$ cat config.mk
export PLATFORM = sky130hd
export DESIGN_NAME = regfile
export DESIGN_NICKNAME = d
export VERILOG_FILES = /design/src/design/core_pkg.sv /design/src/design/regfile.sv
export SDC_FILE = /design/constraint.sdc
export NUM_CORES = 2
export LEC_CHECK = 0
export BUFFER_PORTS_ARGS = -buffer_cell sky130_fd_sc_hd__buf_2
export CAP_MARGIN = 20
export CORE_ASPECT_RATIO = 0.6
export CORE_MARGIN = 2
export CORE_UTILIZATION = 27
export CTS_CLUSTER_SIZE = 40
export DETAILED_ROUTE_END_ITERATION = 10
export MAX_ROUTING_LAYER = met4
export PLACE_DENSITY_LB_ADDON = 0.15
export SKIP_LAST_GASP = 1
export SYNTH_ARGS = -nofsm -noshare
export SYNTH_HDL_FRONTEND = slang
export SYNTH_SLANG_ARGS = --single-unit
$ cat constraint.sdc
create_clock -name clk -period 6.83 [get_ports clk]
set_clock_uncertainty 0.05 [all_clocks]
set_input_delay 1.366 -clock clk [delete_from_list [all_inputs] [get_ports clk]]
set_output_delay 1.366 -clock clk [all_outputs]
set_load 0.01 [all_outputs]
$ cat src/design/core_pkg.sv
// Shared types and constants for the RV32I integer datapath
// Loads, stores and CSRs are not part of this subset

package core_pkg;

    typedef logic [31:0] word_t;
    typedef logic [4:0]  addr_t;

    localparam int IMEM_DEPTH = 64;
    localparam int IMEM_AW    = 6;

    localparam logic [6:0] OPC_OP     = 7'b0110011;
    localparam logic [6:0] OPC_OPIMM  = 7'b0010011;
    localparam logic [6:0] OPC_LUI    = 7'b0110111;
    localparam logic [6:0] OPC_AUIPC  = 7'b0010111;
    localparam logic [6:0] OPC_JAL    = 7'b1101111;
    localparam logic [6:0] OPC_JALR   = 7'b1100111;
    localparam logic [6:0] OPC_BRANCH = 7'b1100011;

    // Source of a register operand in decode
    typedef enum logic [1:0] {RS_RF, RS_ALU, RS_WB} rs_t;

    typedef enum logic {OP1_RS1, OP1_PC} op1_t;

    typedef enum logic [2:0] {
        OP2_RS2, OP2_I_IMM, OP2_B_IMM, OP2_U_IMM, OP2_J_IMM
    } op2_t;

    // Execute class
    typedef enum logic [2:0] {
        OP_NULL, OP_ALU, OP_BRANCH, OP_JAL, OP_JALR, OP_LUI
    } op_t;

    typedef enum logic [3:0] {
        FUN_ADD, FUN_SUB, FUN_AND, FUN_OR, FUN_XOR,
        FUN_SLT, FUN_SLTU, FUN_SLL, FUN_SRL, FUN_SRA
    } fun_t;

    // One instruction word, viewed in each base format
    typedef union packed {
        struct packed {
            logic [6:0] funct7;
            addr_t      rs2;
            addr_t      rs1;
            logic [2:0] funct3;
            addr_t      rd;
            logic [6:0] opcode;
        } r;
        struct packed {
            logic [11:0] imm_11_0;
            addr_t       rs1;
            logic [2:0]  funct3;
            addr_t       rd;
            logic [6:0]  opcode;
        } i;
        struct packed {
            logic [6:0] imm_11_5;
            addr_t      rs2;
            addr_t      rs1;
            logic [2:0] funct3;
            logic [4:0] imm_4_0;
            logic [6:0] opcode;
        } s;
        struct packed {
            logic       imm_12;
            logic [5:0] imm_10_5;
            addr_t      rs2;
            addr_t      rs1;
            logic [2:0] funct3;
            logic [3:0] imm_4_1;
            logic       imm_11;
            logic [6:0] opcode;
        } sb;
        struct packed {
            logic [19:0] imm_31_12;
            addr_t       rd;
            logic [6:0]  opcode;
        } u;
        struct packed {
            logic       imm_20;
            logic [9:0] imm_10_1;
            logic       imm_11;
            logic [7:0] imm_19_12;
            addr_t      rd;
            logic [6:0] opcode;
        } uj;
    } inst_t;

    typedef struct packed {
        op_t        op;
        fun_t       fun;
        logic [2:0] funct3;
        op1_t       op1;
        op2_t       op2;
    } ctrl_t;

endpackage

$ cat src/design/regfile.sv
// 31 general registers, x0 reads as zero
// A write shows on a matching read port in the same cycle
`timescale 1ns/1ps

module regfile (
    input  logic            clk,
    input  logic            rst_n,
    input  logic            we,
    input  core_pkg::addr_t waddr,
    input  core_pkg::word_t wdata,
    input  core_pkg::addr_t rs1_addr,
    input  core_pkg::addr_t rs2_addr,
    output core_pkg::word_t rs1_data,
    output core_pkg::word_t rs2_data
);
    import core_pkg::*;

    word_t regs [1:31];

    always_ff @(negedge clk) begin
        if (we) begin
            regs[waddr] <= wdata;
        end
    end

    // Write-through bypass
    assign rs1_data = (rs1_addr == '0)             ? '0    :
                      (we && waddr == rs1_addr)    ? wdata : regs[rs1_addr];
    assign rs2_data = (rs2_addr == '0)             ? '0    :
                      (we && waddr == rs2_addr)    ? wdata : regs[rs2_addr];

    // Retire never writes x0
    a_no_x0_write: assert property (@(negedge clk) disable iff (!rst_n) we |-> waddr != '0);

endmodule

==> metrics.txt <==
area grow syn2layout 27.3%; Crit path top cell by count mux4_2; final setup margin -659 ps; first-pass GRT wire length 251 mm; io pins 114; dpl hpwl 106 mm; unrepaired setup endpoints after global routing yes; Simple-Gate Fraction of Synth Area 2.52%; most common cell after layout, fill and taps aside inv_1; DR vias/cell 5.29; Syn Area/Cell 18.2 µm²; top cells by area, synth edfxtp_1, mux4_2, mux2i_1; DRC 0; largest family of logic cells by synthesized area multiplexers; sequential area share after synthesis 63.8%; Syn Nets 2618; number of hold buffers added after CTS 0; Total GRT Usage 21.0%; worst-path maximum fanout 2; area of the multi-input gates 16700 µm²; most frequent cells in the layout inv_1, edfxtp_1, mux4_2, mux2i_1, buf_4; initial antenna violation count 12; Syn Inst Count 2568; max reg flops 992; Layout Nets 3782; asr flop ratio synth 0%; post-synthesis xor/xnor area fraction 0.188%; mux contribution to synthesized area 24.1%; CTS H-tree lvls 3; Biggest register regs; fin area 59500 µm²; post-route setup TNS -25920 ps; Synth Area in Compound Gates 6.82%; failing checks negative setup slack; post-synthesis adder-cell area fraction 0%; synth unique cells 40; Slew @ Worst Pin 1120 ps; I/O Buffers 112; CP endpoint rs2_data[18]; Die Span Y 326 µm; clk sinks 992; Routed Antenna Nets 0; WP buf/inv 1; biggest regs regs (992); slowest stage delay, CP 550 ps; Die X 541 µm; vias in the first global route 35.1k; CTS root buffer clkbuf_16; Die Area 176000 µm²; initial DRC count 3220; Worst Path Arrival 6070 ps; Crit path depth 5; register area 29800 µm²; P_leak 23.0 nW; ys flop type edfxtp_1; Core Area 172000 µm²; crit path from regs[11][18]; layout cells sized above 1 27.1%; Cell Pwr Density 278 nW/µm²; CTS max path bufs 3; First-pass DRT Iterations 6; Synth area leader edfxtp_1; Worst Path Required 5410 ps; largest net degree at the start of global routing 86; CTS tree yes; clock-pin slew on the worst setup and hold paths 30 ps; row count 118; VDD IR-drop max 0.174 mV; number of CTS-inserted buffers 103; Final Max Slew Viols 0; Crit. End Element primary output; worst hold path type in -> out; Slew Limit Headroom 25.6%; gpl congestion 0.789; Fill cells 16.8k; EDFF count, synth 992; startpoint types register; remaining global-route overflow 0; routed wire length 183 mm; worst hold slack 3400 ps; DR WL/cell 29.9 µm; Max Cap Viol 0; Slowest-stage cell, CP mux4_2; Post-Syn Area 46700 µm²; Fin. Hold Viols 0; YS warnings 0; crit-path cells mux4_2, mux4_2, nor2_2, a311oi_1, buf_2; Synth Register Bits 992; post-synth top area share 63.8%; number of cells after detailed placement 4904; Post-DP Area 51400 µm²; Hold Crit Start wdata[6]; status finished with violations; Initial Util 27.1%; critical setup path kind reg -> out; Final Non-Filler Cells 6099; count of final setup violators 64; routed vias 32.2k; critical path's top delay family multiplexers
==> power by group <==
| group | switching, mW | internal (mW) |
|---|---|---|
| sequential | 0.0305 | 6.83 |
| combinational | 0.886 | 0.575 |
| clock | 4.00 | 4.19 |
| total | 4.92 | 11.6 |
==> synthesized netlist by cell type (20+ instances only) <==
cell type,count
edfxtp_1,992
mux4_2,397
mux2i_1,221
nor2_1,128
a22oi_1,96
clkbuf_1,94
nand2_1,87
a211oi_1,83
buf_2,68
a21oi_1,64
o22ai_1,33
a311oi_1,32
o21ai_0,32
buf_4,27
o211ai_1,24
buf_6,21
nor2b_1,20
==> repair_timing <==
item | 4_1_cts | 5_1_grt
resized for setup | 174 | 25
pin swaps | 77 | 47
endpoints found under the setup margin | 64 | 64
hold endpoints to repair | 0 | 0
setup buffers | 6 | 6
==> logic make-up after synthesis <==
logic type / after synthesis
DFF: 992
muxes: 626
AOI/OAI and AO/OA: 439
and+or+nand+nor: 275
buffers and inverters: 226
xor gates and xnor gates: 10
==> worst min-delay path, delay by kind of cell <==
kind            cells  cell delay (ps)
buf+inv             2              420
compound gates      1              290
==> metal layers <==
layer	track usage [%]	wire, µm	share of wire (%)	up-vias
met2	31.1	84600	46	1556
met3	6.38	13900	7.6	273
met5	-	0	0	-
met1	26.6	79000	43	17100
li1	-	-	-	13300
met4	8.63	5030	2.8	0
==> through the flow <==
| stage | total power [mW] | util (%) | worst slack (ps) |
|---|---|---|---|
| 2_1_floorplan | 8.55 | - | -279 |
| 3_3_place_gp | 9.15 | 29.8 | 17.3 |
| 3_5_place_dp | 9.17 | 29.8 | 12.3 |
| 4_1_cts | 16.8 | 34.4 | -694 |
| 5_1_grt | 17.6 | 34.5 | -729 |
| 6_report | 16.5 | 34.5 | -659 |
==> worst min path at each step <==
stage | to | slack [ps] | cells past startpoint
CTS | rs1_data[6] | 3410 | 3
global placement | rs1_data[8] | 3380 | 3
global route | rs1_data[6] | 3450 | 3
detailed placement | rs1_data[6] | 3400 | 3
floorplan | rs1_data[0] | 2840 | 1
finish | rs1_data[6] | 3400 | 3
==> layout make-up <==
cell class,count,share of cell area [%]
antenna,8,0.0337
multi-input combinational,1350,28.0
clock inverter,1071,7.64
tap,2280,4.80
clock buffer,105,4.42
inverter,2,0.0126
sequential,992,50.1
timing repair buffer,291,5.02
Note: power is estimated with default switching activity, not from simulation.
