## src/design/core_pkg.sv

```systemverilog
// Shared types and constants for the RV32I integer datapath
// Loads, stores and CSRs are not part of this subset

package core_pkg;

    typedef logic [31:0] word_t;
    typedef logic [4:0]  addr_t;

    localparam int IMEM_DEPTH = 64;
    localparam int IMEM_AW    = 6;

    localparam logic [6:0] OPC_OP     = 7'b0110011;
    localparam logic [6:0] OPC_OPIMM  = 7'b0010011;
    localparam logic [6:0] OPC_LUI    = 7'b0110111;
    localparam logic [6:0] OPC_AUIPC  = 7'b0010111;
    localparam logic [6:0] OPC_JAL    = 7'b1101111;
    localparam logic [6:0] OPC_JALR   = 7'b1100111;
    localparam logic [6:0] OPC_BRANCH = 7'b1100011;

    // Source of a register operand in decode
    typedef enum logic [1:0] {RS_RF, RS_ALU, RS_WB} rs_t;

    typedef enum logic {OP1_RS1, OP1_PC} op1_t;

    typedef enum logic [2:0] {
        OP2_RS2, OP2_I_IMM, OP2_B_IMM, OP2_U_IMM, OP2_J_IMM
    } op2_t;

    // Execute class
    typedef enum logic [2:0] {
        OP_NULL, OP_ALU, OP_BRANCH, OP_JAL, OP_JALR, OP_LUI
    } op_t;

    typedef enum logic [3:0] {
        FUN_ADD, FUN_SUB, FUN_AND, FUN_OR, FUN_XOR,
        FUN_SLT, FUN_SLTU, FUN_SLL, FUN_SRL, FUN_SRA
    } fun_t;

    // One instruction word, viewed in each base format
    typedef union packed {
        struct packed {
            logic [6:0] funct7;
            addr_t      rs2;
            addr_t      rs1;
            logic [2:0] funct3;
            addr_t      rd;
            logic [6:0] opcode;
        } r;
        struct packed {
            logic [11:0] imm_11_0;
            addr_t       rs1;
            logic [2:0]  funct3;
            addr_t       rd;
            logic [6:0]  opcode;
        } i;
        struct packed {
            logic [6:0] imm_11_5;
            addr_t      rs2;
            addr_t      rs1;
            logic [2:0] funct3;
            logic [4:0] imm_4_0;
            logic [6:0] opcode;
        } s;
        struct packed {
            logic       imm_12;
            logic [5:0] imm_10_5;
            addr_t      rs2;
            addr_t      rs1;
            logic [2:0] funct3;
            logic [3:0] imm_4_1;
            logic       imm_11;
            logic [6:0] opcode;
        } sb;
        struct packed {
            logic [19:0] imm_31_12;
            addr_t       rd;
            logic [6:0]  opcode;
        } u;
        struct packed {
            logic       imm_20;
            logic [9:0] imm_10_1;
            logic       imm_11;
            logic [7:0] imm_19_12;
            addr_t      rd;
            logic [6:0] opcode;
        } uj;
    } inst_t;

    typedef struct packed {
        op_t        op;
        fun_t       fun;
        logic [2:0] funct3;
        op1_t       op1;
        op2_t       op2;
    } ctrl_t;

endpackage

```

## src/design/forward.sv

```systemverilog
// Forwarding source select for the two decode operands
// Execute wins over retire, x0 always reads the register file
`timescale 1ns/1ps

module forward (
    input  core_pkg::addr_t rs1_addr,
    input  core_pkg::addr_t rs2_addr,
    input  core_pkg::addr_t ex_rd,
    input  logic            ex_valid,
    input  logic            ex_writes,
    input  core_pkg::addr_t wb_rd,
    input  logic            wb_valid,
    output core_pkg::rs_t   rs1_sel,
    output core_pkg::rs_t   rs2_sel
);
    import core_pkg::*;

    logic ex_on;

    // Branches and null ops in execute produce nothing to forward
    assign ex_on = ex_valid & ex_writes;

    assign rs1_sel = (rs1_addr == '0)                  ? RS_RF  :
                     (ex_on && ex_rd == rs1_addr)      ? RS_ALU :
                     (wb_valid && wb_rd == rs1_addr)   ? RS_WB  : RS_RF;

    assign rs2_sel = (rs2_addr == '0)                  ? RS_RF  :
                     (ex_on && ex_rd == rs2_addr)      ? RS_ALU :
                     (wb_valid && wb_rd == rs2_addr)   ? RS_WB  : RS_RF;

endmodule

```

## config.mk

```make
export PLATFORM = sky130hd
export DESIGN_NAME = forward
export DESIGN_NICKNAME = d
export VERILOG_FILES = /design/src/design/core_pkg.sv /design/src/design/forward.sv
export SDC_FILE = /design/constraint.sdc
export NUM_CORES = 1
export LEC_CHECK = 0
export BUFFER_PORTS_ARGS = -buffer_cell sky130_fd_sc_hd__buf_2
export CELL_PAD_IN_SITES_DETAIL_PLACEMENT = 0
export CELL_PAD_IN_SITES_GLOBAL_PLACEMENT = 1
export CORE_AREA = 2 2 39 41
export DETAILED_ROUTE_END_ITERATION = 7
export DIE_AREA = 0 0 41 43
export PLACE_DENSITY_LB_ADDON = 0.2
export SYNTH_ARGS = -nofsm -noshare
export SYNTH_HDL_FRONTEND = slang
export SYNTH_SLANG_ARGS = --single-unit
```

## constraint.sdc

```tcl
create_clock -name vclk -period 2.22
set_input_delay 0.222 -clock vclk [all_inputs]
set_output_delay 0.222 -clock vclk [all_outputs]
set_load 0.01 [all_outputs]
```

==> flow_summary.yaml, run 1 <==
outcome:
  status: "completed"
die:
  initial_core_util_pct: 19.9
  die-width_um: 41
  die-area_um2: 1760
  rows: 14
  coreArea_um2: 1380
  die_y_um: 43
  pin_count: 27
synthesis:
  synth_common_cells: "16 x xnor2_1, 4 x nand4_1, 4 x xor2_1"
  synth_compound_area_share_pct: 5.45
  avgSynthCellArea_um2: 7.65
  synth_top_family_by_area: "XOR/XNOR gates"
  yosys.area_share.simple_pct: 30.9
  synth_most_common_cell: "xnor2_1"
  yosys.area.top_type: "xnor2_1"
  synthCells: 36
  synth_top_area_share_pct: 50.9
  syn-cell-area_um2: 275
  synthMuxAreaShare_pct: 0
  synth-seq-area-share_pct: 0
  synthAdderAreaFrac_pct: 0
  synth_xor_area_share_pct: 63.6
  syn_nets: 59
  synthTopCellsByArea: "xnor2_1 51%, xor2_1 13%, nand4_1 9.1%, o21a_1 5.5%, or4_1 5.5%"
  synth_cell_types: 9
  yosysWarnings: 0
critical_path:
  slowest_delay_ps: 540
  slowest_stage: "or4_1"
  cp.buffers_inverters: 2
  cp_top_family: "simple AND/OR/NAND/NOR gates"
  cp_common_cell: "buf_2"
  worstPathCellList: "buf_2, or4_1, nor2_2, nor4_1, o21a_1, buf_2"
  critPathLaunchType: "input pin"
  crit_path_max_fanout: 3
  arrival_ps: 1290
  endpoint_kind: "primary output"
  crit_type: "input pin to primary output"
  required_ps: 2000
clock_network:
  postCtsHoldBufs: 0
  postCtsSetupBuffers: 0
  cts_resized: 0
global_route:
  grt_start_max_net_pins: 4
  grt_overflow: 0
  first_global_vias: 349
  grt_usage_pct: 10.4
  grt_pass1_wl_um: 1360
  antenna_found_initial: 0
sta:
  hold_viol: 0
  fin_crit_ps: 1510
  slew_viol_final: 0
  fmax_mhz: 662
  setup_viol: 0
  rsz0062_at_grt: "no"
  worst_slack_ps: 709
  fin_crit_sh_pct: 68.0
  relSlewSlack_pct: 83.9
  tns_ps: 0
  worst_pin_slew_ps: 239
  fin_hold_ws_ps: 808
detailed_routing:
  via_per_inst: 4.39
  top_layer_used: "met3"
  met3_length_um: 112
  drc: 0
  drtIter0Drc: 0
  final_antenna_net_count: 0
  met1_length_um: 385
  wl_per_cell_um: 10.4
  firstDrtPassIters: 1
  wl_met2_um: 325
  via_count: 347
  wirelength_um: 823
pwr:
  ir_worst_vdd_mv: 0.0559
  total_power_mw: 0.0747
  p_leak_nw: 0.180
  cellPowerDensity_nw_per_um2: 174
place:
  place_ws_ps: 689
  gp_congestion: 0.684
  dp_hpwl_um: 790
  io_buffers: 27
final_layout:
  n_sequential_cell: 0
  nClkBuffers: 0
  area_growth_pct: 56.4
  fin_nets: 88
  layout-drive-gt1-share_pct: 46.0
  fill_cells: 158
  regArea_um2: 0
  multi_input_area_um2: 275
  n_antenna_cell: 0
hold_path:
  hold_class: "input pin to primary output"
job:
  maxCapViolCount: 0
## metrics by stage
stage                     instance area, um2  instances  utilization, %
after detailed placement                 430         79            31.1
final                                    430         79            31.1
after global placement                   430         79            31.1
after floorplan                          275         36               -
after global routing                     430         79            31.1
after CTS                                430         79            31.1
## report_power, final
group	leakage (nW)	internal, mW	total [mW]	switching (mW)
clock network	0	0	0	0
logic	0.180	0.0402	0.0747	0.0344
registers	0	0	0	0
## logic make-up (layout without fill, tap and decap cells)
group | Yosys count | after routing
buffers and inverters | 0 | 27
AND/OR/NAND/NOR | 14 | 14
AO/OA/AOI/OAI | 2 | 2
XOR/XNOR | 20 | 20
## cells in the final DEF, fill, tap and decap left out
cell type | Yosys | final
nand4_1 | 4 | 4
nor3_1 | 2 | 2
xor2_1 | 4 | 4
xnor2_1 | 16 | 16
or4_1 | 2 | 2
nand3_1 | 2 | 2
o21a_1 | 2 | 2
buf_2 | 0 | 27
nor4_1 | 2 | 2
nor2_2 | 2 | 2
## cell type report
| class | count | share of cell area [%] |
|---|---|---|
| Multi-Input combinational cell | 36 | 64.0 |
| Tap cell | 16 | 4.65 |
| Timing Repair Buffer | 27 | 31.4 |
## metal layers
layer / global-route usage, % / vias to the layer above
met3: 1.05 / 0
met5: 0 / -
met4: 0 / 0
met1: 15.2 / 141
li1: - / 185
met2: 16.9 / 21
## path summary, 6_finish.rpt
check                 slack, ps  cells after the start        start         end
worst min-delay path        810                      4    ex_writes  rs2_sel[0]
worst max-delay path        710                      6  rs2_addr[1]  rs2_sel[1]
No activity file was read; power rests on OpenSTA's default activity.
==> run 2: changes to the inputs <==
--- a/config.mk
+++ b/config.mk
@@ -5,12 +5,12 @@
 export SDC_FILE = /design/constraint.sdc
 export NUM_CORES = 1
 export LEC_CHECK = 0
+export ABC_AREA = 1
 export BUFFER_PORTS_ARGS = -buffer_cell sky130_fd_sc_hd__buf_2
 export CELL_PAD_IN_SITES_DETAIL_PLACEMENT = 0
 export CELL_PAD_IN_SITES_GLOBAL_PLACEMENT = 1
-export CORE_AREA = 2 2 39 41
+export CORE_UTILIZATION = 24
 export DETAILED_ROUTE_END_ITERATION = 7
-export DIE_AREA = 0 0 41 43
 export PLACE_DENSITY_LB_ADDON = 0.2
 export SYNTH_ARGS = -nofsm -noshare
 export SYNTH_HDL_FRONTEND = slang
==> constraint.sdc (replaced) <==
create_clock -name vclk -period 1.3
set_input_delay 0.13 -clock vclk [all_inputs]
set_output_delay 0.13 -clock vclk [all_outputs]
set_load 0.01 [all_outputs]
==> flow_summary.yaml, run 2 <==
detailed_routing:
  firstDrtPassIters: 4
  drc: 0
  drtIter0Drc: 5
  via_count: 657
  via_per_inst: 4.08
  wl_per_cell_um: 7.68
  final_antenna_net_count: 0
  wirelength_um: 1240
die:
  die_y_um: 45.2
  coreArea_um2: 1750
  die-area_um2: 2040
  pin_count: 27
  rows: 15
  die-width_um: 45.2
  initial_core_util_pct: 25.7
final_layout:
  fill_cells: 227
  finalNonFillerCells: 161
  final_cell_mix: "58 x nand2_1, 27 x buf_2, 16 x inv_1"
  fin_nets: 161
  area_growth_pct: 37.2
  n_sequential_cell: 0
  nClkBuffers: 0
  regArea_um2: 0
  layout_commonest_cell: "nand2_1"
  layout-drive-gt1-share_pct: 30.1
  n_antenna_cell: 0
critical_path:
  endpoint_kind: "primary output"
  required_ps: 1170
  arrival_ps: 870
  crit_type: "input pin to primary output"
  crit_path_max_fanout: 4
  critPathLaunchType: "input pin"
pwr:
  power_frac_clock_pct: 0
  p_leak_nw: 0.430
  p_switching_mw: 0.0941
  swShare_pct: 59.3
  cellPowerDensity_nw_per_um2: 258
  p_int_mw: 0.0645
  p_seq_share_pct: 0
  ir_worst_vdd_mv: 0.0895
  p_comb_share_pct: 100.0
global_route:
  grt_usage_pct: 12.6
  antenna_found_initial: 0
  first_global_vias: 526
  grt_start_max_net_pins: 5
  grt_pass1_wl_um: 1980
  grt_overflow: 0
sta:
  relSlewSlack_pct: 88.7
  hold_viol: 0
  fin_crit_ps: 1000
  setup_viol: 0
  fin_crit_sh_pct: 76.9
  fmax_mhz: 1000
  slew_viol_final: 0
  worst_pin_slew_ps: 169
  tns_ps: 0
  worst_slack_ps: 300
  rsz0062_at_grt: "no"
place:
  dp_hpwl_um: 1160
  io_buffers: 27
  gp_congestion: 0.776
  place_ws_ps: 299
  place_inst: 161
clock_network:
  postCtsHoldBufs: 0
  cts_resized: 0
  postCtsSetupBuffers: 0
hold_path:
  hold_class: "input pin to primary output"
synthesis:
  synth_top_area_share_pct: 48.6
  synthTopCellsByArea: "nand2_1 49%, inv_1 13%, nor2_1 12%, inv_2 6.7%, nand3_1 4.5%"
  synth_most_common_cell: "nand2_1"
  synth-seq-area-share_pct: 0
  synth_cell_types: 11
  synthCells: 109
  yosys.area.top_type: "nand2_1"
  yosysWarnings: 0
  syn_nets: 132
  avgSynthCellArea_um2: 4.11
  synth_common_cells: "58 x nand2_1, 16 x inv_1, 14 x nor2_1"
  syn-cell-area_um2: 448
outcome:
  status: "completed"
job:
  maxCapViolCount: 0
## run 2: cell types whose count changed after synthesis, sizes merged, moves of 4 or more
cell | before | now
inv | 0 | 24
nor2 | 2 | 16
nand2 | 0 | 59
xnor2 | 16 | 0
xor2 | 4 | 0
## run 2: kinds of logic (layout without fill, tap and decap cells)
family	after synthesis	in the layout	synth area share, %
buffers and inverters	24	51	20.1
and+or+nand+nor	83	83	77.7
AOI/OAI and AO/OA	2	2	2.23
## run 2: power by group through the flow
| stage | Combinational (mW) | Sequential (mW) | Clock [mW] |
|---|---|---|---|
| CTS | 0.161 | 0 | 0 |
| floorplan | 0.0912 | 0 | 0 |
| global route | 0.183 | 0 | 0 |
| detailed placement | 0.161 | 0 | 0 |
| global placement | 0.160 | 0 | 0 |
| finish | 0.159 | 0 | 0 |
## run 2: layer usage
layer	wire, um	part of all wire [%]	vias up	global-route usage, %
li1	-	-	370	-
met1	615	50	273	16.7
met2	572	46	14	23.8
met3	49	4.0	0	0.400
met4	0	0	0	0
met5	0	0	-	0
## run 2: worst paths after layout
check  cells past startpoint          to        start  slack [ps]
min                        5  rs1_sel[0]  rs1_addr[3]         690
max                        8  rs1_sel[1]  rs1_addr[0]         300
## run 2: final cells by class
class	instances	area [um2]	share of cell area, %
Timing Repair Buffer	27	135	22.0
Inverter	24	90.1	14.7
Tap cell	25	31.3	5.09
Multi-Input combinational cell	85	358	58.2
## run 2: per-stage QoR
stage                     area [um2]  total power, mW  hold WS (ps)  util [%]
final                            614            0.159           694      35.2
after detailed placement         614            0.161           699      35.2
after floorplan                  448           0.0912           427         -
after CTS                        614            0.161           701      35.2
after global placement           614            0.160           687      35.2
after global routing             614            0.183           740      35.2
## run 2: critical path: stages
cell	delay (ps)
buf_2	120
inv_1	90
nand3_1	90
nor2_1	160
nor2_1	60
nand2_1	60
nor2_1	30
buf_2	130
