[config.mk]
export PLATFORM = sky130hd
export DESIGN_NAME = fetch
export DESIGN_NICKNAME = d
export VERILOG_FILES = /design/src/design/core_pkg.sv /design/src/design/fetch.sv
export SDC_FILE = /design/constraint.sdc
export NUM_CORES = 2
export LEC_CHECK = 0
export BUFFER_PORTS_ARGS = -buffer_cell sky130_fd_sc_hd__buf_2
export CORE_ASPECT_RATIO = 1.4
export CORE_UTILIZATION = 65
export CTS_CLUSTER_SIZE = 24
export DETAILED_ROUTE_END_ITERATION = 10
export GPL_ROUTABILITY_DRIVEN = 0
export HOLD_SLACK_MARGIN = 0.15
export PLACE_DENSITY = 0.89
export SLEW_MARGIN = 15
export SYNTH_ARGS = -nofsm -noshare
export SYNTH_HDL_FRONTEND = slang
export SYNTH_SLANG_ARGS = --single-unit
[constraint.sdc]
create_clock -name clk -period 4.6 [get_ports clk]
set_input_delay 0.46 -clock clk [delete_from_list [all_inputs] [get_ports clk]]
set_output_delay 0.46 -clock clk [all_outputs]
set_load 0.05 [all_outputs]
[src/design/core_pkg.sv]
// Shared types and constants for the RV32I integer datapath
// Loads, stores and CSRs are not part of this subset

package core_pkg;

    typedef logic [31:0] word_t;
    typedef logic [4:0]  addr_t;

    localparam int IMEM_DEPTH = 64;
    localparam int IMEM_AW    = 6;

    localparam logic [6:0] OPC_OP     = 7'b0110011;
    localparam logic [6:0] OPC_OPIMM  = 7'b0010011;
    localparam logic [6:0] OPC_LUI    = 7'b0110111;
    localparam logic [6:0] OPC_AUIPC  = 7'b0010111;
    localparam logic [6:0] OPC_JAL    = 7'b1101111;
    localparam logic [6:0] OPC_JALR   = 7'b1100111;
    localparam logic [6:0] OPC_BRANCH = 7'b1100011;

    // Source of a register operand in decode
    typedef enum logic [1:0] {RS_RF, RS_ALU, RS_WB} rs_t;

    typedef enum logic {OP1_RS1, OP1_PC} op1_t;

    typedef enum logic [2:0] {
        OP2_RS2, OP2_I_IMM, OP2_B_IMM, OP2_U_IMM, OP2_J_IMM
    } op2_t;

    // Execute class
    typedef enum logic [2:0] {
        OP_NULL, OP_ALU, OP_BRANCH, OP_JAL, OP_JALR, OP_LUI
    } op_t;

    typedef enum logic [3:0] {
        FUN_ADD, FUN_SUB, FUN_AND, FUN_OR, FUN_XOR,
        FUN_SLT, FUN_SLTU, FUN_SLL, FUN_SRL, FUN_SRA
    } fun_t;

    // One instruction word, viewed in each base format
    typedef union packed {
        struct packed {
            logic [6:0] funct7;
            addr_t      rs2;
            addr_t      rs1;
            logic [2:0] funct3;
            addr_t      rd;
            logic [6:0] opcode;
        } r;
        struct packed {
            logic [11:0] imm_11_0;
            addr_t       rs1;
            logic [2:0]  funct3;
            addr_t       rd;
            logic [6:0]  opcode;
        } i;
        struct packed {
            logic [6:0] imm_11_5;
            addr_t      rs2;
            addr_t      rs1;
            logic [2:0] funct3;
            logic [4:0] imm_4_0;
            logic [6:0] opcode;
        } s;
        struct packed {
            logic       imm_12;
            logic [5:0] imm_10_5;
            addr_t      rs2;
            addr_t      rs1;
            logic [2:0] funct3;
            logic [3:0] imm_4_1;
            logic       imm_11;
            logic [6:0] opcode;
        } sb;
        struct packed {
            logic [19:0] imm_31_12;
            addr_t       rd;
            logic [6:0]  opcode;
        } u;
        struct packed {
            logic       imm_20;
            logic [9:0] imm_10_1;
            logic       imm_11;
            logic [7:0] imm_19_12;
            addr_t      rd;
            logic [6:0] opcode;
        } uj;
    } inst_t;

    typedef struct packed {
        op_t        op;
        fun_t       fun;
        logic [2:0] funct3;
        op1_t       op1;
        op2_t       op2;
    } ctrl_t;

endpackage

[src/design/fetch.sv]
// Instruction fetch from a local 64-word memory loaded through a write port
// Idle after reset until start, then one word per accepted instruction
`timescale 1ns/1ps

module fetch (
    input  logic                         clk,
    input  logic                         rst_n,
    input  logic                         start,
    input  logic                         imem_we,
    input  logic [core_pkg::IMEM_AW-1:0] imem_addr,
    input  core_pkg::word_t              imem_wdata,
    input  logic                         redirect,
    input  core_pkg::word_t              redirect_pc,
    output logic                         if_valid,
    input  logic                         if_ready,
    output core_pkg::word_t              if_pc,
    output core_pkg::inst_t              if_ir
);
    import core_pkg::*;

    word_t imem [IMEM_DEPTH];
    logic  running;
    word_t pc;
    word_t fetch_pc;
    logic  advance;
    logic  load;

    always_ff @(negedge clk) begin
        if (imem_we) begin
            imem[imem_addr] <= imem_wdata;
        end
    end

    // A redirect replaces whatever is held in the output register
    assign fetch_pc = redirect ? redirect_pc : pc;
    assign advance  = running & (if_ready | ~if_valid);
    assign load     = ~start & (redirect | advance);

    always_ff @(negedge clk or negedge rst_n) begin
        if (!rst_n) begin
            running  <= 1'b0;
            pc       <= '0;
            if_valid <= 1'b0;
        end else if (start) begin
            running  <= 1'b1;
            pc       <= '0;
            if_valid <= 1'b0;
        end else if (load) begin
            pc       <= fetch_pc + 32'd4;
            if_valid <= 1'b1;
        end
    end

    always_ff @(negedge clk) begin
        if (load) begin
            if_pc <= fetch_pc;
            if_ir <= imem[fetch_pc[IMEM_AW+1:2]];
        end
    end

    a_pc_aligned: assert property (@(negedge clk) disable iff (!rst_n) pc[1:0] == 2'b00);

endmodule

==> results.sh, run 1 <==
export IMPL_run_status="did not finish"
export IMPL_stop_stage="5_1_grt"
export IMPL_firstError="[ERROR GRT-0116] Global routing finished with congestion. Check the congestion regions in the DRC Viewer."
export IMPL_cts_htree_levels=4
export IMPL_share_of_the_synthesized_netlist_area_taken_by_xor_and_xnor_gates=0.00166
export IMPL_row_count=165
export IMPL_synth_seq_area_share=0.677
export IMPL_first_pass_grt_wire_length_um=875000
export IMPL_cts_buffers_inserted=195
export IMPL_mappedNetlistArea_sq_mm=0.0950
export IMPL_grt_use_total=0.824
export IMPL_cts_sinks=2146
export IMPL_synth_compound_area_share=0.173
export IMPL_synth_top_family_by_area="compound AO/OA/AOI/OAI gates"
export IMPL_synth_yosys_warnings=0
export IMPL_ys_seq_elements=2146
export IMPL_max_clock_path_buffers=3
export IMPL_yosys_area_top_type_share=0.668
export IMPL_number_of_flops_mapped_to_enable_cells_by_yosys=2112
export IMPL_cts_root_buffer_cell="sky130_fd_sc_hd__clkbuf_16"
export IMPL_die_w_um=325
export IMPL_postSynthAreaPerCell_sq_um=12.7
export IMPL_post_synth_inst_count=7462
export IMPL_synth_fp_nets=7539
export IMPL_netlist_top_cell_by_area="sky130_fd_sc_hd__edfxtp_1"
export IMPL_dieHeight_um=454
export IMPL_grt_pass1_vias=120000
export IMPL_detailed_place_hpwl_um=211000
export IMPL_globalRouteOverflowTotal=473
export IMPL_placement_io_buffers=140
export IMPL_yosys_area_share_adder=0.000132
export IMPL_simple_gate_area_share_of_the_yosys_netlist=0.0919
export IMPL_initial_core_util=0.656
export IMPL_pin_count=141
export IMPL_synth_mux_area_frac=0.0244
export IMPL_placed_cells=9666
export IMPL_maximum_number_of_pins_on_one_net_before_global_route_repair=117
export IMPL_postSynth_topFlopCell="sky130_fd_sc_hd__edfxtp_1"
export IMPL_postCtsHoldBufs=0
export IMPL_netlist_top_cells_area="sky130_fd_sc_hd__edfxtp_1 (67%), sky130_fd_sc_hd__o21ai_0 (3.4%), sky130_fd_sc_hd__a21oi_1 (3.2%)"
export IMPL_synth_lib_cells_used_distinct=92
export IMPL_async_flop_share=0.0158
## stage by stage
stage,worst slack [ns],cell area [sq um],TNS [ns],utilization
detailed placement,-1.26,104000,-52.33,0.721
global placement,-1.05,104000,-44.66,0.721
floorplan,-0.442,95800,-49.88,-
CTS,-0.0542,120000,-0.0824,0.827
## Yosys cell counts (107+ instances only)
cell type / instances
sky130_fd_sc_hd__mux2i_1: 186
sky130_fd_sc_hd__nor3_1: 312
sky130_fd_sc_hd__o22ai_1: 242
sky130_fd_sc_hd__a22oi_1: 125
sky130_fd_sc_hd__nand2b_1: 247
sky130_fd_sc_hd__edfxtp_1: 2112
sky130_fd_sc_hd__clkbuf_1: 250
sky130_fd_sc_hd__nand3_1: 107
sky130_fd_sc_hd__a21oi_1: 611
sky130_fd_sc_hd__o211ai_1: 239
sky130_fd_sc_hd__buf_2: 296
sky130_fd_sc_hd__nand2_1: 339
sky130_fd_sc_hd__o21ai_0: 647
sky130_fd_sc_hd__nor2_1: 628
## timing repair
| action | 4_1_cts |
|---|---|
| cloned | 2 |
| pin swaps | 14 |
| setup buffers | 9 |
| gates resized for setup | 125 |
| endpoints found under the setup margin | 34 |
## logic make-up after synthesis
group / Yosys count
compound gates: 2570
xor+xnor: 18
fa+ha+maj: 1
buf+inv: 659
flops: 2146
mux: 223
simple gates: 1845
## layer usage
metal  overflow  GRT usage
met5          2      0.649
met2        181      0.931
met3         54      0.766
met1         50      0.787
met4        186      0.819
==> inputs of run 2 (changes only) <==
--- a/config.mk
+++ b/config.mk
@@ -6,13 +6,10 @@
 export NUM_CORES = 2
 export LEC_CHECK = 0
 export BUFFER_PORTS_ARGS = -buffer_cell sky130_fd_sc_hd__buf_2
-export CORE_ASPECT_RATIO = 1.4
-export CORE_UTILIZATION = 65
-export CTS_CLUSTER_SIZE = 24
+export CORE_UTILIZATION = 40
 export DETAILED_ROUTE_END_ITERATION = 10
 export GPL_ROUTABILITY_DRIVEN = 0
-export HOLD_SLACK_MARGIN = 0.15
-export PLACE_DENSITY = 0.89
+export PLACE_DENSITY_LB_ADDON = 0.15
 export SLEW_MARGIN = 15
 export SYNTH_ARGS = -nofsm -noshare
 export SYNTH_HDL_FRONTEND = slang
==> results.sh, run 2 <==
export IMPL_drt_antenna_violating_nets=0
export IMPL_cp_slowest_cell="sky130_fd_sc_hd__nand4_1"
export IMPL_most_common_cell_after_layout_fill_and_taps_aside="sky130_fd_sc_hd__inv_1"
export IMPL_worstSkewPairLatency_ns=0.88
export IMPL_critical_path_required_ns=2.90
export IMPL_antenna_found_initial=26
export IMPL_detailed_place_hpwl_um=236000
export IMPL_synth_cells_most_frequent="sky130_fd_sc_hd__edfxtp_1 (2112), sky130_fd_sc_hd__o21ai_0 (647), sky130_fd_sc_hd__nor2_1 (628)"
export IMPL_synth_yosys_warnings=0
export IMPL_die_w_um=489
export IMPL_cpPeakStageDelay_ns=0.37
export IMPL_grt_setup_unrepaired="true"
export IMPL_final_max_slew_viol_count=0
export IMPL_cts_htree_levels=4
export IMPL_synth_fp_nets=7539
export IMPL_drt_pass1_iter_count=8
export IMPL_crit_path_max_fanout=10
export IMPL_number_of_flops_mapped_to_enable_cells_by_yosys=2112
export IMPL_post_synth_inst_count=7462
export IMPL_largest_register_ff_count=2048
export IMPL_avgRoutedWirePerCell_um=28.5
export IMPL_run_status="finished, violations left"
export IMPL_cts_root_buffer_cell="sky130_fd_sc_hd__clkbuf_16"
export IMPL_timing_hold_violations_final=0
export IMPL_grt_use_total=0.319
export IMPL_detail_route_drc_violations=0
export IMPL_route_vias_total=81900
export IMPL_netlist_top_cells_area="sky130_fd_sc_hd__edfxtp_1 (67%), sky130_fd_sc_hd__o21ai_0 (3.4%), sky130_fd_sc_hd__a21oi_1 (3.2%)"
export IMPL_worst_pin_slew_ns=1.05
export IMPL_globalRouteOverflowTotal=0
export IMPL_yosys_area_top_type_share=0.668
export IMPL_critPathBufInv=6
export IMPL_critical_path_cell_chain="buf_16, buf_12, mux2i_4, buf_12, buf_4, nor2_4, buf_4, o211ai_1, nand4_1, buf_4, or3_4"
export IMPL_cts_sinks=2146
export IMPL_worst_hold_path_type="reg -> reg"
export IMPL_routed_via_density=5.97
export IMPL_most_repeated_cell_in_the_gate_level_netlist_after_synthesis="sky130_fd_sc_hd__edfxtp_1"
export IMPL_registers_top_by_ff_count="imem"
export IMPL_path_class="in -> reg"
export IMPL_post_route_cells_drive_above_1_share=0.174
export IMPL_postCtsHoldBufs=0
export IMPL_finalSetupViolCount=12
export IMPL_irDropWorstVdd_uv=465
export IMPL_max_clock_path_buffers=3
export IMPL_postSynth_topFlopCell="sky130_fd_sc_hd__edfxtp_1"
export IMPL_crit_path_end_kind="register"
export IMPL_row_count=178
export IMPL_place_area_sq_mm=0.109
export IMPL_synth_seq_area_share=0.677
export IMPL_max_cap_viol_count=0
export IMPL_power_consumption_uw=56400
export IMPL_crit_path_start_kind="input port"
export IMPL_cts_tree="done"
export IMPL_ys_seq_elements=2146
export IMPL_critPathArrivalTime_ns=3.02
export IMPL_area_delta_synth_final_pct=33.0
export IMPL_async_flop_share=0.0158
export IMPL_first_pass_grt_wire_length_um=548000
export IMPL_dieArea_sq_mm=0.239
export IMPL_worst_setup_slack_after_layout_ns=-0.120
export IMPL_path_delay_family="buffers and inverters"
export IMPL_leakagePower_uw=0.0508
export IMPL_mappedNetlistArea_sq_mm=0.0950
export IMPL_cts_buffers_inserted=235
export IMPL_netlist_top_cell_by_area="sky130_fd_sc_hd__edfxtp_1"
export IMPL_max_slew_margin_rel=0.298
export IMPL_dieHeight_um=489
export IMPL_final_net_count=10400
export IMPL_grt_pass1_vias=82700
export IMPL_dr_first_iter_drc_count=10900
export IMPL_maximum_number_of_pins_on_one_net_before_global_route_repair=83
export IMPL_finalWirelength_um=391000
export IMPL_fin_skew_ns=0.0825
export IMPL_pin_count=141
export IMPL_postSynthAreaPerCell_sq_um=12.7
export IMPL_dp_worst_setup_slack_ns=-1.62
export IMPL_mostFrequentLayoutCells="sky130_fd_sc_hd__inv_1 (2188), sky130_fd_sc_hd__edfxtp_1 (2112), sky130_fd_sc_hd__buf_4 (688)"
export IMPL_synth_lib_cells_used_distinct=92
export IMPL_core_region_area_sq_mm=0.236
export IMPL_crit_top_cell="sky130_fd_sc_hd__buf_4"
export IMPL_layout_cell_area_non_filler_sq_mm=0.126
export IMPL_clk_pin_slew_ns=0.05
export IMPL_violations="negative setup slack"
export IMPL_power_dens_cells_mw_per_mm2=447
export IMPL_reg2reg_slack_ns=0.94
export IMPL_placement_io_buffers=140
export IMPL_initial_core_util=0.403
-- run 2: cell counts after synthesis --
No cell type changed its count.
-- run 2: cell type report --
| cell class | instances | area, sq um |
|---|---|---|
| Inverter | 26 | 146 |
| Multi-Input combinational cell | 4657 | 29000 |
| Sequential cell | 2146 | 64300 |
| Fill cell | 20600 | 109000 |
| Tap cell | 3150 | 3940 |
| Clock buffer | 238 | 5930 |
| Clock inverter | 2311 | 10100 |
| Antenna cell | 6 | 15.0 |
| Timing Repair Buffer | 1185 | 12900 |
-- run 2: metrics by stage --
step | hold slack [ns] | std cells | utilization | TNS (ns)
detailed placement | 0.434 | 11100 | 0.461 | -54.97
global placement | 0.426 | 11100 | 0.461 | -53.30
CTS | 0.435 | 13700 | 0.533 | -0.210
floorplan | 0.403 | 7462 | - | -49.88
finish | 0.432 | 13700 | 0.536 | -0.543
global route | 0.487 | 13700 | 0.536 | -0.302
-- run 2: worst paths after layout --
check / to / cells past startpoint / from
hold / removal: pc[23] / 2 / pc[23]
hold reg to reg: pc[23] / 2 / pc[23]
setup reg to reg: if_ir[16] / 10 / pc[2]
min in group asynchronous: pc[18] / 1 / rst_n
setup / recovery: if_ir[4] / 11 / redirect
max in group asynchronous: pc[1] / 1 / rst_n
-- run 2: tightest hold or removal path, cell delays in order, from the launching register on --
cell and delay (ns):
sky130_fd_sc_hd__dfrtn_1 0.40, sky130_fd_sc_hd__nand2_1 0.05, sky130_fd_sc_hd__o21ai_0 0.07
-- run 2: cell families (layout without fill, tap and decap cells) --
logic type	Yosys count	in the layout	synth area share
muxes	223	223	0.0244
buffers and inverters	659	3760	0.0325
adders and majority gates	1	1	0.000132
AOI/OAI and AO/OA	2570	2570	0.173
xor gates and xnor gates	18	18	0.00166
other	0	6	0
and+or+nand+nor	1845	1845	0.0919
DFF	2146	2146	0.677
-- run 2: routing by layer --
metal | up-vias | track usage | part of all wire
li1 | 35100 | - | -
met1 | 40600 | 0.413 | 0.39
met2 | 5400 | 0.484 | 0.45
met3 | 830 | 0.0913 | 0.11
met4 | 12 | 0.167 | 0.041
met5 | - | 0 | 0.00022
-- run 2: report_power, final --
part / switching, uW / total [uW] / internal (uW)
clock network: 13300 / 27400 / 14100
registers: 142 / 22000 / 21900
logic: 4500 / 6970 / 2470
-- run 2: repair_timing --
| item | CTS | global route |
|---|---|---|
| resized for setup | 100 | 112 |
| cloned | 4 | 5 |
| setup buffers | 51 | 13 |
| endpoints found under the setup margin | 25 | 28 |
| pin swaps | 30 | 28 |
Power figures use the tool's default switching activity.
