[src/design/core_pkg.sv]
// Shared types and constants for the RV32I integer datapath
// Loads, stores and CSRs are not part of this subset

package core_pkg;

    typedef logic [31:0] word_t;
    typedef logic [4:0]  addr_t;

    localparam int IMEM_DEPTH = 64;
    localparam int IMEM_AW    = 6;

    localparam logic [6:0] OPC_OP     = 7'b0110011;
    localparam logic [6:0] OPC_OPIMM  = 7'b0010011;
    localparam logic [6:0] OPC_LUI    = 7'b0110111;
    localparam logic [6:0] OPC_AUIPC  = 7'b0010111;
    localparam logic [6:0] OPC_JAL    = 7'b1101111;
    localparam logic [6:0] OPC_JALR   = 7'b1100111;
    localparam logic [6:0] OPC_BRANCH = 7'b1100011;

    // Source of a register operand in decode
    typedef enum logic [1:0] {RS_RF, RS_ALU, RS_WB} rs_t;

    typedef enum logic {OP1_RS1, OP1_PC} op1_t;

    typedef enum logic [2:0] {
        OP2_RS2, OP2_I_IMM, OP2_B_IMM, OP2_U_IMM, OP2_J_IMM
    } op2_t;

    // Execute class
    typedef enum logic [2:0] {
        OP_NULL, OP_ALU, OP_BRANCH, OP_JAL, OP_JALR, OP_LUI
    } op_t;

    typedef enum logic [3:0] {
        FUN_ADD, FUN_SUB, FUN_AND, FUN_OR, FUN_XOR,
        FUN_SLT, FUN_SLTU, FUN_SLL, FUN_SRL, FUN_SRA
    } fun_t;

    // One instruction word, viewed in each base format
    typedef union packed {
        struct packed {
            logic [6:0] funct7;
            addr_t      rs2;
            addr_t      rs1;
            logic [2:0] funct3;
            addr_t      rd;
            logic [6:0] opcode;
        } r;
        struct packed {
            logic [11:0] imm_11_0;
            addr_t       rs1;
            logic [2:0]  funct3;
            addr_t       rd;
            logic [6:0]  opcode;
        } i;
        struct packed {
            logic [6:0] imm_11_5;
            addr_t      rs2;
            addr_t      rs1;
            logic [2:0] funct3;
            logic [4:0] imm_4_0;
            logic [6:0] opcode;
        } s;
        struct packed {
            logic       imm_12;
            logic [5:0] imm_10_5;
            addr_t      rs2;
            addr_t      rs1;
            logic [2:0] funct3;
            logic [3:0] imm_4_1;
            logic       imm_11;
            logic [6:0] opcode;
        } sb;
        struct packed {
            logic [19:0] imm_31_12;
            addr_t       rd;
            logic [6:0]  opcode;
        } u;
        struct packed {
            logic       imm_20;
            logic [9:0] imm_10_1;
            logic       imm_11;
            logic [7:0] imm_19_12;
            addr_t      rd;
            logic [6:0] opcode;
        } uj;
    } inst_t;

    typedef struct packed {
        op_t        op;
        fun_t       fun;
        logic [2:0] funct3;
        op1_t       op1;
        op2_t       op2;
    } ctrl_t;

endpackage

[src/design/execute.sv]
// ALU, branch resolution and the retire register
// Branches and null ops leave no retire entry
`timescale 1ns/1ps

module execute (
    input  logic            clk,
    input  logic            rst_n,
    input  logic            id_valid,
    output logic            id_ready,
    input  core_pkg::ctrl_t id_ctrl,
    input  core_pkg::word_t id_pc,
    input  core_pkg::word_t id_op1,
    input  core_pkg::word_t id_op2,
    input  core_pkg::word_t id_rs1,
    input  core_pkg::word_t id_rs2,
    input  core_pkg::addr_t id_rd,
    output core_pkg::word_t alu_data,
    output logic            redirect,
    output core_pkg::word_t redirect_pc,
    output logic            ret_valid,
    input  logic            ret_ready,
    output core_pkg::word_t ret_pc,
    output core_pkg::addr_t ret_rd,
    output core_pkg::word_t ret_data,
    output logic            rf_we
);
    import core_pkg::*;

    word_t alu_res;
    word_t sum;
    logic  taken;
    logic  accept;
    logic  writes;

    assign sum = id_op1 + id_op2;

    always_comb begin
        case (id_ctrl.fun)
            FUN_SUB:  alu_res = id_op1 - id_op2;
            FUN_AND:  alu_res = id_op1 & id_op2;
            FUN_OR:   alu_res = id_op1 | id_op2;
            FUN_XOR:  alu_res = id_op1 ^ id_op2;
            FUN_SLT:  alu_res = {31'd0, $signed(id_op1) < $signed(id_op2)};
            FUN_SLTU: alu_res = {31'd0, id_op1 < id_op2};
            FUN_SLL:  alu_res = id_op1 << id_op2[4:0];
            FUN_SRL:  alu_res = id_op1 >> id_op2[4:0];
            FUN_SRA:  alu_res = word_t'($signed(id_op1) >>> id_op2[4:0]);
            default:  alu_res = sum;
        endcase
    end

    // Jumps link pc+4, LUI passes the immediate
    always_comb begin
        case (id_ctrl.op)
            OP_JAL, OP_JALR: alu_data = id_pc + 32'd4;
            OP_LUI:          alu_data = id_op2;
            default:         alu_data = alu_res;
        endcase
    end

    always_comb begin
        case (id_ctrl.funct3)
            3'b000:  taken = id_rs1 == id_rs2;
            3'b001:  taken = id_rs1 != id_rs2;
            3'b100:  taken = $signed(id_rs1) < $signed(id_rs2);
            3'b101:  taken = $signed(id_rs1) >= $signed(id_rs2);
            3'b110:  taken = id_rs1 < id_rs2;
            3'b111:  taken = id_rs1 >= id_rs2;
            default: taken = 1'b0;
        endcase
    end

    assign id_ready = ~ret_valid | ret_ready;
    assign accept   = id_valid & id_ready;
    assign writes   = (id_ctrl.op != OP_NULL) & (id_ctrl.op != OP_BRANCH);

    assign redirect = accept & (((id_ctrl.op == OP_BRANCH) & taken) |
                                (id_ctrl.op == OP_JAL) | (id_ctrl.op == OP_JALR));
    assign redirect_pc = (id_ctrl.op == OP_JALR) ? {sum[31:1], 1'b0} : sum;

    always_ff @(negedge clk or negedge rst_n) begin
        if (!rst_n) begin
            ret_valid <= 1'b0;
        end else if (id_ready) begin
            ret_valid <= id_valid & writes;
        end
    end

    always_ff @(negedge clk) begin
        if (accept) begin
            ret_pc   <= id_pc;
            ret_rd   <= id_rd;
            ret_data <= alu_data;
        end
    end

    assign rf_we = ret_valid & ret_ready & (ret_rd != '0);

    // Decode must drop the wrong-path instruction right after a redirect
    a_redirect: assert property (@(negedge clk) disable iff (!rst_n)
        redirect |-> id_valid ##1 !id_valid);

endmodule

[config.mk]
export PLATFORM = sky130hd
export DESIGN_NAME = execute
export DESIGN_NICKNAME = d
export VERILOG_FILES = /design/src/design/core_pkg.sv /design/src/design/execute.sv
export SDC_FILE = /design/constraint.sdc
export NUM_CORES = 1
export LEC_CHECK = 0
export BUFFER_PORTS_ARGS = -buffer_cell sky130_fd_sc_hd__clkbuf_2
export CAP_MARGIN = 10
export CORE_ASPECT_RATIO = 0.7
export CORE_UTILIZATION = 46
export CTS_BUF_LIST = sky130_fd_sc_hd__clkbuf_4
export CTS_CLUSTER_DIAMETER = 30
export DETAILED_ROUTE_END_ITERATION = 12
export PLACE_DENSITY = 0.71
export SLEW_MARGIN = 5
export SYNTH_ARGS = -nofsm -noshare
export SYNTH_HDL_FRONTEND = slang
export SYNTH_SLANG_ARGS = --single-unit
[constraint.sdc]
create_clock -name clk -period 7.5 [get_ports clk]
set_input_delay 0.75 -clock clk [delete_from_list [all_inputs] [get_ports clk]]
set_output_delay 0.75 -clock clk [all_outputs]
set_load 0.02 [all_outputs]
==> impl_metrics.py, run 1 <==
metrics = {
    "status": {
        "run_status": "complete, no violations",
    },
    "power": {
        "leakagePower_nw": 8.334,
        "ir_worst_vdd_mv": 0.1085,
        "power.density_mw_per_mm2": 133.1,
    },
    "worst_setup_path": {
        "cp.required_ns": 3.94,
        "crit_path_max_incr_delay_ns": 0.69,
        "cp.buffers_inverters": 4,
        "crit_path_start_kind": "input port",
        "cp_data_arrival_time_ns": 3.92,
        "worstPathMaxFanout": 33,
        "worst_path_most_repeated_cell": "buf_4",
        "crit_chain": "buf_4 -> buf_4 -> buf_12 -> mux2i_1 -> o21ai_0 -> nor2_1 -> a21oi_1 -> or2_2 -> o211ai_1 -> a21oi_1 -> a2111oi_0 -> buf_4 -> o221ai_1",
        "cp-end-kind": "flop",
        "critPathLaunch": "id_op2[0]",
        "cp_slowest_cell": "a2111oi_0",
        "crit_family": "compound AO/OA/AOI/OAI gates",
        "crit_type": "input port to flop",
        "reg2reg_from": "ret_valid$_DFFE_NN0N_",
    },
    "finish": {
        "nets": 2508,
        "final_common_cell": "clkbuf_2",
        "final_util": 0.6319,
        "n_fill_cell": 2456,
        "multi_input_area_mm2": 0.009732,
        "drive_above_1_share": 0.3218,
        "regArea_mm2": 0.002097,
        "layout.cells.non_filler": 2564,
        "mostFrequentLayoutCells": "clkbuf_2, buf_4, inv_1",
        "syn_to_final_growth_pct": 34.41,
    },
    "grt": {
        "grt_first_pass_wirelength_um": 84260,
        "track_usage": 0.3963,
        "grt_max_degree": 77,
        "antenna_found_initial": 4,
        "grt_pass1_vias": 14364,
        "grt_overflow": 0,
    },
    "clocking": {
        "insertion_delay_ns": 0.51,
        "ctsResizeCount": 0,
        "path_clk_slew_ns": 0.10,
        "cts_hold_buf": 0,
        "cts_sinks": 70,
        "post-cts-setup-buffers": 0,
        "cts_buffers": 9,
        "tritoncts": "yes",
        "root_buffer": "clkbuf_4",
        "htreeDepth": 3,
        "cts_buffer_depth": 2,
    },
    "timing": {
        "grt_setup_unrepaired": "no",
        "worst_slew_pin_slew_ns": 0.8229,
        "slew_viol_final": 0,
        "setup_slack_ns": 0.01605,
        "max_slew_margin": 0.4456,
        "setup_viol": 0,
        "tns_ns": 0,
        "hold_violations": 0,
        "finClkSkew_ns": 0.08990,
    },
    "route": {
        "wl_met1_um": 24130,
        "drtAntennaViolNets": 0,
        "met3_wirelength_um": 5928,
        "wl_per_cell_um": 22.35,
        "drc": 0,
        "top_layer_used": "met5",
        "postRouteWirelength_um": 57300,
        "vias": 15417,
        "dr.pass1.iters": 5,
        "routed_via_density": 6.013,
        "dr_wl_met2_um": 25420,
        "first_iter_violations": 1645,
    },
    "place": {
        "io_buffers": 315,
        "post-place-ws_ns": -0.2166,
        "place.gp.congestion": 1.034,
        "dp_hpwl_um": 46050,
        "placedCellCount": 2478,
    },
    "synth": {
        "synth_top_family_by_area": "compound AO/OA/AOI/OAI gates",
        "synthMuxAreaShare": 0.1090,
        "synthXorXnorAreaFrac": 0.05553,
        "synth-simple-area-share": 0.1611,
        "synthCells": 1634,
        "yosys.cell_types.count": 83,
        "synthArstFlopShare": 0.01429,
        "synth_ff_type": "edfxtp_1",
        "ys_seq_area_frac": 0.1662,
        "synth_nets": 1949,
        "synth_edf_count": 69,
        "syn-cell-area_mm2": 0.01262,
        "syn_area_per_cell_um2": 7.722,
        "synth-seq-cells": 70,
        "synth_compound_area_frac": 0.2953,
        "synth-warning-count": 0,
        "synth_fa_ha_area_frac": 0.1321,
    },
    "floorplanning": {
        "die_area_mm2": 0.02811,
        "start_util": 0.4702,
        "die_width_um": 200.0,
        "fp.dieH_um": 140.6,
        "core_mm2": 0.02684,
        "io_pins": 320,
        "row_count": 50,
    },
    "job": {
        "maxCapViolations": 0,
    },
    "worst_hold_path": {
        "hp-class": "flop to flop",
        "min-delay-start": "ret_valid$_DFFE_NN0N_",
    },
}
cell families after synthesis:
group / after synthesis
flops: 70
xor+xnor: 80
mux: 100
buf+inv: 252
compound gates: 557
fa+ha+maj: 132
simple gates: 443
path summary, 6_finish.rpt:
path                                           to  slack [ns]  depth (start not counted)
max reg2reg                ret_data[11]$_DFFE_NP_        5.64                          3
min in group asynchronous   ret_valid$_DFFE_NN0N_        3.73                          1
min                         ret_valid$_DFFE_NN0N_        0.72                          2
max                         ret_data[2]$_DFFE_NP_        0.02                         13
min reg2reg                 ret_valid$_DFFE_NN0N_        0.72                          2
max in group asynchronous   ret_valid$_DFFE_NN0N_        3.62                          1
registers in the layout (all words and copies together), names as in the netlist:
signal     flops
ret_data      32
ret_pc        32
ret_rd         5
ret_valid      1
cell usage after synthesis, drive strengths merged (4+ instances only):
library cell / n / area [um^2]
a221o: 8 / 80.08
a21oi: 129 / 649.4
nand2: 95 / 356.6
and2: 10 / 62.56
nand3: 30 / 150.1
edfxtp: 69 / 2072
mux4: 29 / 653.1
a22oi: 24 / 180.2
a221oi: 40 / 350.3
a21o: 35 / 262.8
o21ba: 4 / 40.04
a211o: 9 / 78.83
xor2: 16 / 140.1
nor2b: 11 / 68.82
xnor2: 64 / 560.5
o311ai: 6 / 70.07
o21bai: 17 / 127.6
and4: 4 / 35.03
and3: 11 / 68.82
o221ai: 17 / 148.9
o22ai: 5 / 31.28
o211ai: 21 / 157.7
clkbuf: 70 / 264.0
o31ai: 13 / 116.4
nand2b: 15 / 93.84
buf: 47 / 249.0
a211oi: 20 / 155.1
a2111oi: 4 / 35.03
nand4: 17 / 106.4
o21ai: 146 / 730.7
mux2i: 62 / 620.6
o41ai: 4 / 35.03
or4: 6 / 48.80
or2: 6 / 37.54
nor3: 28 / 140.1
o21a: 12 / 90.09
a31oi: 15 / 108.9
nor4: 10 / 62.56
or3: 12 / 75.07
ha: 130 / 1627
nor2: 184 / 690.7
inv: 133 / 499.2
o2111ai: 4 / 35.03
mux2: 9 / 101.4
report_power, final:
group	internal [W]	leakage [nW]	total (W)	switching [W]
logic	0.000553	7.22	0.00136	0.000807
registers	0.000474	0.676	0.000484	0.0000100
clock network	0.000146	0.441	0.000412	0.000265
tightest hold or removal path, cell delays in order, from the launching register on:
cell,delay (ns)
dfrtn_1,0.56
nand2b_1,0.18
nand2_1,0.09
layout make-up:
class / count / area share
clock inverter: 75 / 0.01874
inverter: 134 / 0.03091
tap: 364 / 0.02685
clock buffer: 9 / 0.003984
sequential: 70 / 0.1236
timing repair buffer: 597 / 0.2216
multi-input combinational: 1312 / 0.5738
antenna: 3 / 0.0004426
routing by layer:
layer  GRT usage  vias to the layer above
li1            -                     7156
met1      0.5384                     7258
met2      0.6160                      905
met3     0.08732                       96
met4      0.1402                        2
met5           0                        -
per-stage QoR:
step	total power (W)	hold WS, ns	cell area [um^2]
after global routing	0.002392	0.7912	16960
after floorplan	0.001312	0.7451	12970
after global placement	0.001862	0.6752	16570
final	0.002257	0.7233	16960
after CTS	0.002243	0.6867	16950
after detailed placement	0.001874	0.6839	16570
Note: power is estimated with default switching activity, not from simulation.
==> run 2, diff against run 1 <==
--- a/config.mk
+++ b/config.mk
@@ -13,7 +13,6 @@
 export CTS_CLUSTER_DIAMETER = 30
 export DETAILED_ROUTE_END_ITERATION = 12
 export PLACE_DENSITY = 0.71
-export SLEW_MARGIN = 5
 export SYNTH_ARGS = -nofsm -noshare
 export SYNTH_HDL_FRONTEND = slang
 export SYNTH_SLANG_ARGS = --single-unit
==> constraint.sdc (replaced) <==
create_clock -name clk -period 7.5 [get_ports clk]
set_input_delay 1.5 -clock clk [delete_from_list [all_inputs] [get_ports clk]]
set_output_delay 1.5 -clock clk [all_outputs]
set_load 0.02 [all_outputs]
==> run 2 against run 1 <==
Compared with the run above: the run now ends with setup timing left; critical path depth increased by 1; sequential power about the same; via count increased by 16%; wire length increased by 18%; hold slack got worse by 0.078 ns; cell count increased by 14%; non-clock buffer count increased by 350; largest power group unchanged.
==> impl_metrics.py, run 2 (synthesized netlist as in run 1, its figures left out) <==
metrics = {
    "place": {
        "dp_hpwl_um": 50540,
        "io_buffers": 315,
        "place.gp.congestion": 1.056,
    },
    "floorplanning": {
        "start_util": 0.4702,
        "die_width_um": 200.0,
        "core_mm2": 0.02684,
        "io_pins": 320,
        "fp.dieH_um": 140.6,
        "die_area_mm2": 0.02811,
        "row_count": 50,
    },
    "clocking": {
        "cts_buffer_depth": 2,
        "cts_buffers": 9,
        "root_buffer": "clkbuf_4",
        "path_clk_slew_ns": 0.10,
        "cts_sinks": 70,
        "cts_hold_buf": 0,
        "htreeDepth": 3,
        "insertion_delay_ns": 0.55,
        "tritoncts": "yes",
    },
    "finish": {
        "syn_to_final_growth_pct": 70.06,
        "nets": 2858,
        "mostFrequentLayoutCells": "buf_4, clkbuf_2, nor2_1",
        "top_regs": "ret_data (32), ret_pc (32), ret_rd (5)",
        "drive_above_1_share": 0.4973,
        "final_common_cell": "buf_4",
        "n_fill_cell": 1774,
    },
    "grt": {
        "grt_pass1_vias": 16887,
        "grt_max_degree": 78,
        "track_usage": 0.4438,
        "grt_first_pass_wirelength_um": 94750,
        "antenna_found_initial": 1,
        "grt_overflow": 0,
    },
    "route": {
        "wl_met1_um": 25220,
        "postRouteWirelength_um": 67580,
        "met3_wirelength_um": 8277,
        "vias": 17900,
        "wl_per_cell_um": 23.20,
        "top_layer_used": "met4",
        "routed_via_density": 6.145,
        "dr.pass1.iters": 8,
        "drtAntennaViolNets": 0,
        "dr_wl_met2_um": 30100,
        "drc": 0,
        "first_iter_violations": 2281,
    },
    "worst_setup_path": {
        "reg2reg_depth": 3,
        "crit_path_start_kind": "input port",
        "cp_data_arrival_time_ns": 4.28,
        "cp_slowest_cell": "or4_4",
        "crit_path_max_incr_delay_ns": 0.45,
        "crit_chain": "clkbuf_8 -> inv_8 -> ha_4 -> o21ba_4 -> or4_4 -> a31oi_4 -> o31ai_4 -> o311a_4 -> buf_6 -> xnor2_4 -> nor2_2 -> a2111oi_4 -> buf_4 -> o31ai_4",
        "rrSetupSlack_ns": 5.92,
        "crit_family": "compound AO/OA/AOI/OAI gates",
        "cp.buffers_inverters": 4,
        "worstPathMaxFanout": 3,
        "cp.required_ns": 3.99,
        "cp-end-kind": "flop",
        "path_depth": 14,
        "crit_type": "input port to flop",
        "worst_path_most_repeated_cell": "o31ai_4",
    },
    "timing": {
        "slew_viol_final": 0,
        "max_slew_margin": 0.2696,
        "grt_setup_unrepaired": "yes",
        "finClkSkew_ns": 0.1187,
        "setup_slack_ns": -0.2934,
        "setup_viol": 20,
        "worst_slew_pin_slew_ns": 1.090,
        "holdWs_ns": 0.6448,
        "hold_violations": 0,
    },
    "job": {
        "maxCapViolations": 0,
    },
    "power": {
        "power.density_mw_per_mm2": 127.2,
        "leakagePower_nw": 10.47,
        "total_power_w": 0.002731,
        "ir_worst_vdd_mv": 0.1329,
    },
    "worst_hold_path": {
        "hp-class": "flop to flop",
        "whs_path_depth": 2,
    },
    "status": {
        "violations": "setup timing",
        "run_status": "finished with violations",
    },
}
run 2: routing by layer:
| layer | up-vias | global-route usage |
|---|---|---|
| met5 | - | 0 |
| met4 | 0 | 0.2153 |
| met3 | 321 | 0.09641 |
| met2 | 1340 | 0.7189 |
| met1 | 8374 | 0.5584 |
| li1 | 7865 | - |
run 2: metrics by stage:
| stage | setup TNS, ns | cells | util | cell area (um^2) | setup WS, ns |
|---|---|---|---|---|---|
| final | -1.736 | 2913 | 0.7996 | 21460 | -0.2934 |
| after global routing | -2.154 | 2913 | 0.7996 | 21460 | -0.2688 |
| after CTS | -1.726 | 2855 | 0.7518 | 20180 | -0.2657 |
| after detailed placement | -24.57 | 2740 | 0.7060 | 18950 | -0.9586 |
| after global placement | -23.38 | 2740 | 0.7060 | 18950 | -0.9572 |
| after floorplan | -15.62 | 1634 | - | 13310 | -0.8980 |
run 2: final timing paths:
| kind | endpoint | startpoint |
|---|---|---|
| setup reg to reg | ret_pc[2]$_DFFE_NP_ | ret_valid$_DFFE_NN0N_ |
| hold reg to reg | ret_valid$_DFFE_NN0N_ | ret_valid$_DFFE_NN0N_ |
| hold / removal | ret_valid$_DFFE_NN0N_ | ret_valid$_DFFE_NN0N_ |
| setup / recovery | ret_data[25]$_DFFE_NP_ | id_op2[1] |
| max in group asynchronous | ret_valid$_DFFE_NN0N_ | rst_n |
| min in group asynchronous | ret_valid$_DFFE_NN0N_ | rst_n |
run 2: final cells by class:
| class | instances | area, um^2 | area share |
|---|---|---|---|
| inverter | 134 | 578.1 | 0.02694 |
| tap | 364 | 455.4 | 0.02122 |
| clock inverter | 76 | 315.3 | 0.01469 |
| timing repair buffer | 947 | 6932 | 0.3230 |
| multi-input combinational | 1312 | 11010 | 0.5131 |
| antenna | 1 | 2.502 | 0.0001166 |
| clock buffer | 9 | 67.56 | 0.003149 |
| sequential | 70 | 2097 | 0.09772 |
run 2: repair_timing:
item / in CTS / in global routing
gates resized for setup: 129 / 195
endpoints found under the setup margin: 32 / 32
setup buffers: 33 / 55
endpoints found under the hold margin: 0 / 0
pin swaps: 60 / 99
cloned: 0 / 4
run 2: report_power, final:
part,switching [W],internal (W)
registers,0.0000104,0.000474
logic,0.000981,0.000843
clock network,0.000303,0.000120
run 2: worst reg2reg max path: cells and delay by family, from the launching register on:
kind / cells / cell delay (ns)
buffers and inverters: 1 / 0.31
flip-flops: 1 / 0.38
AND/OR/NAND/NOR: 2 / 0.49
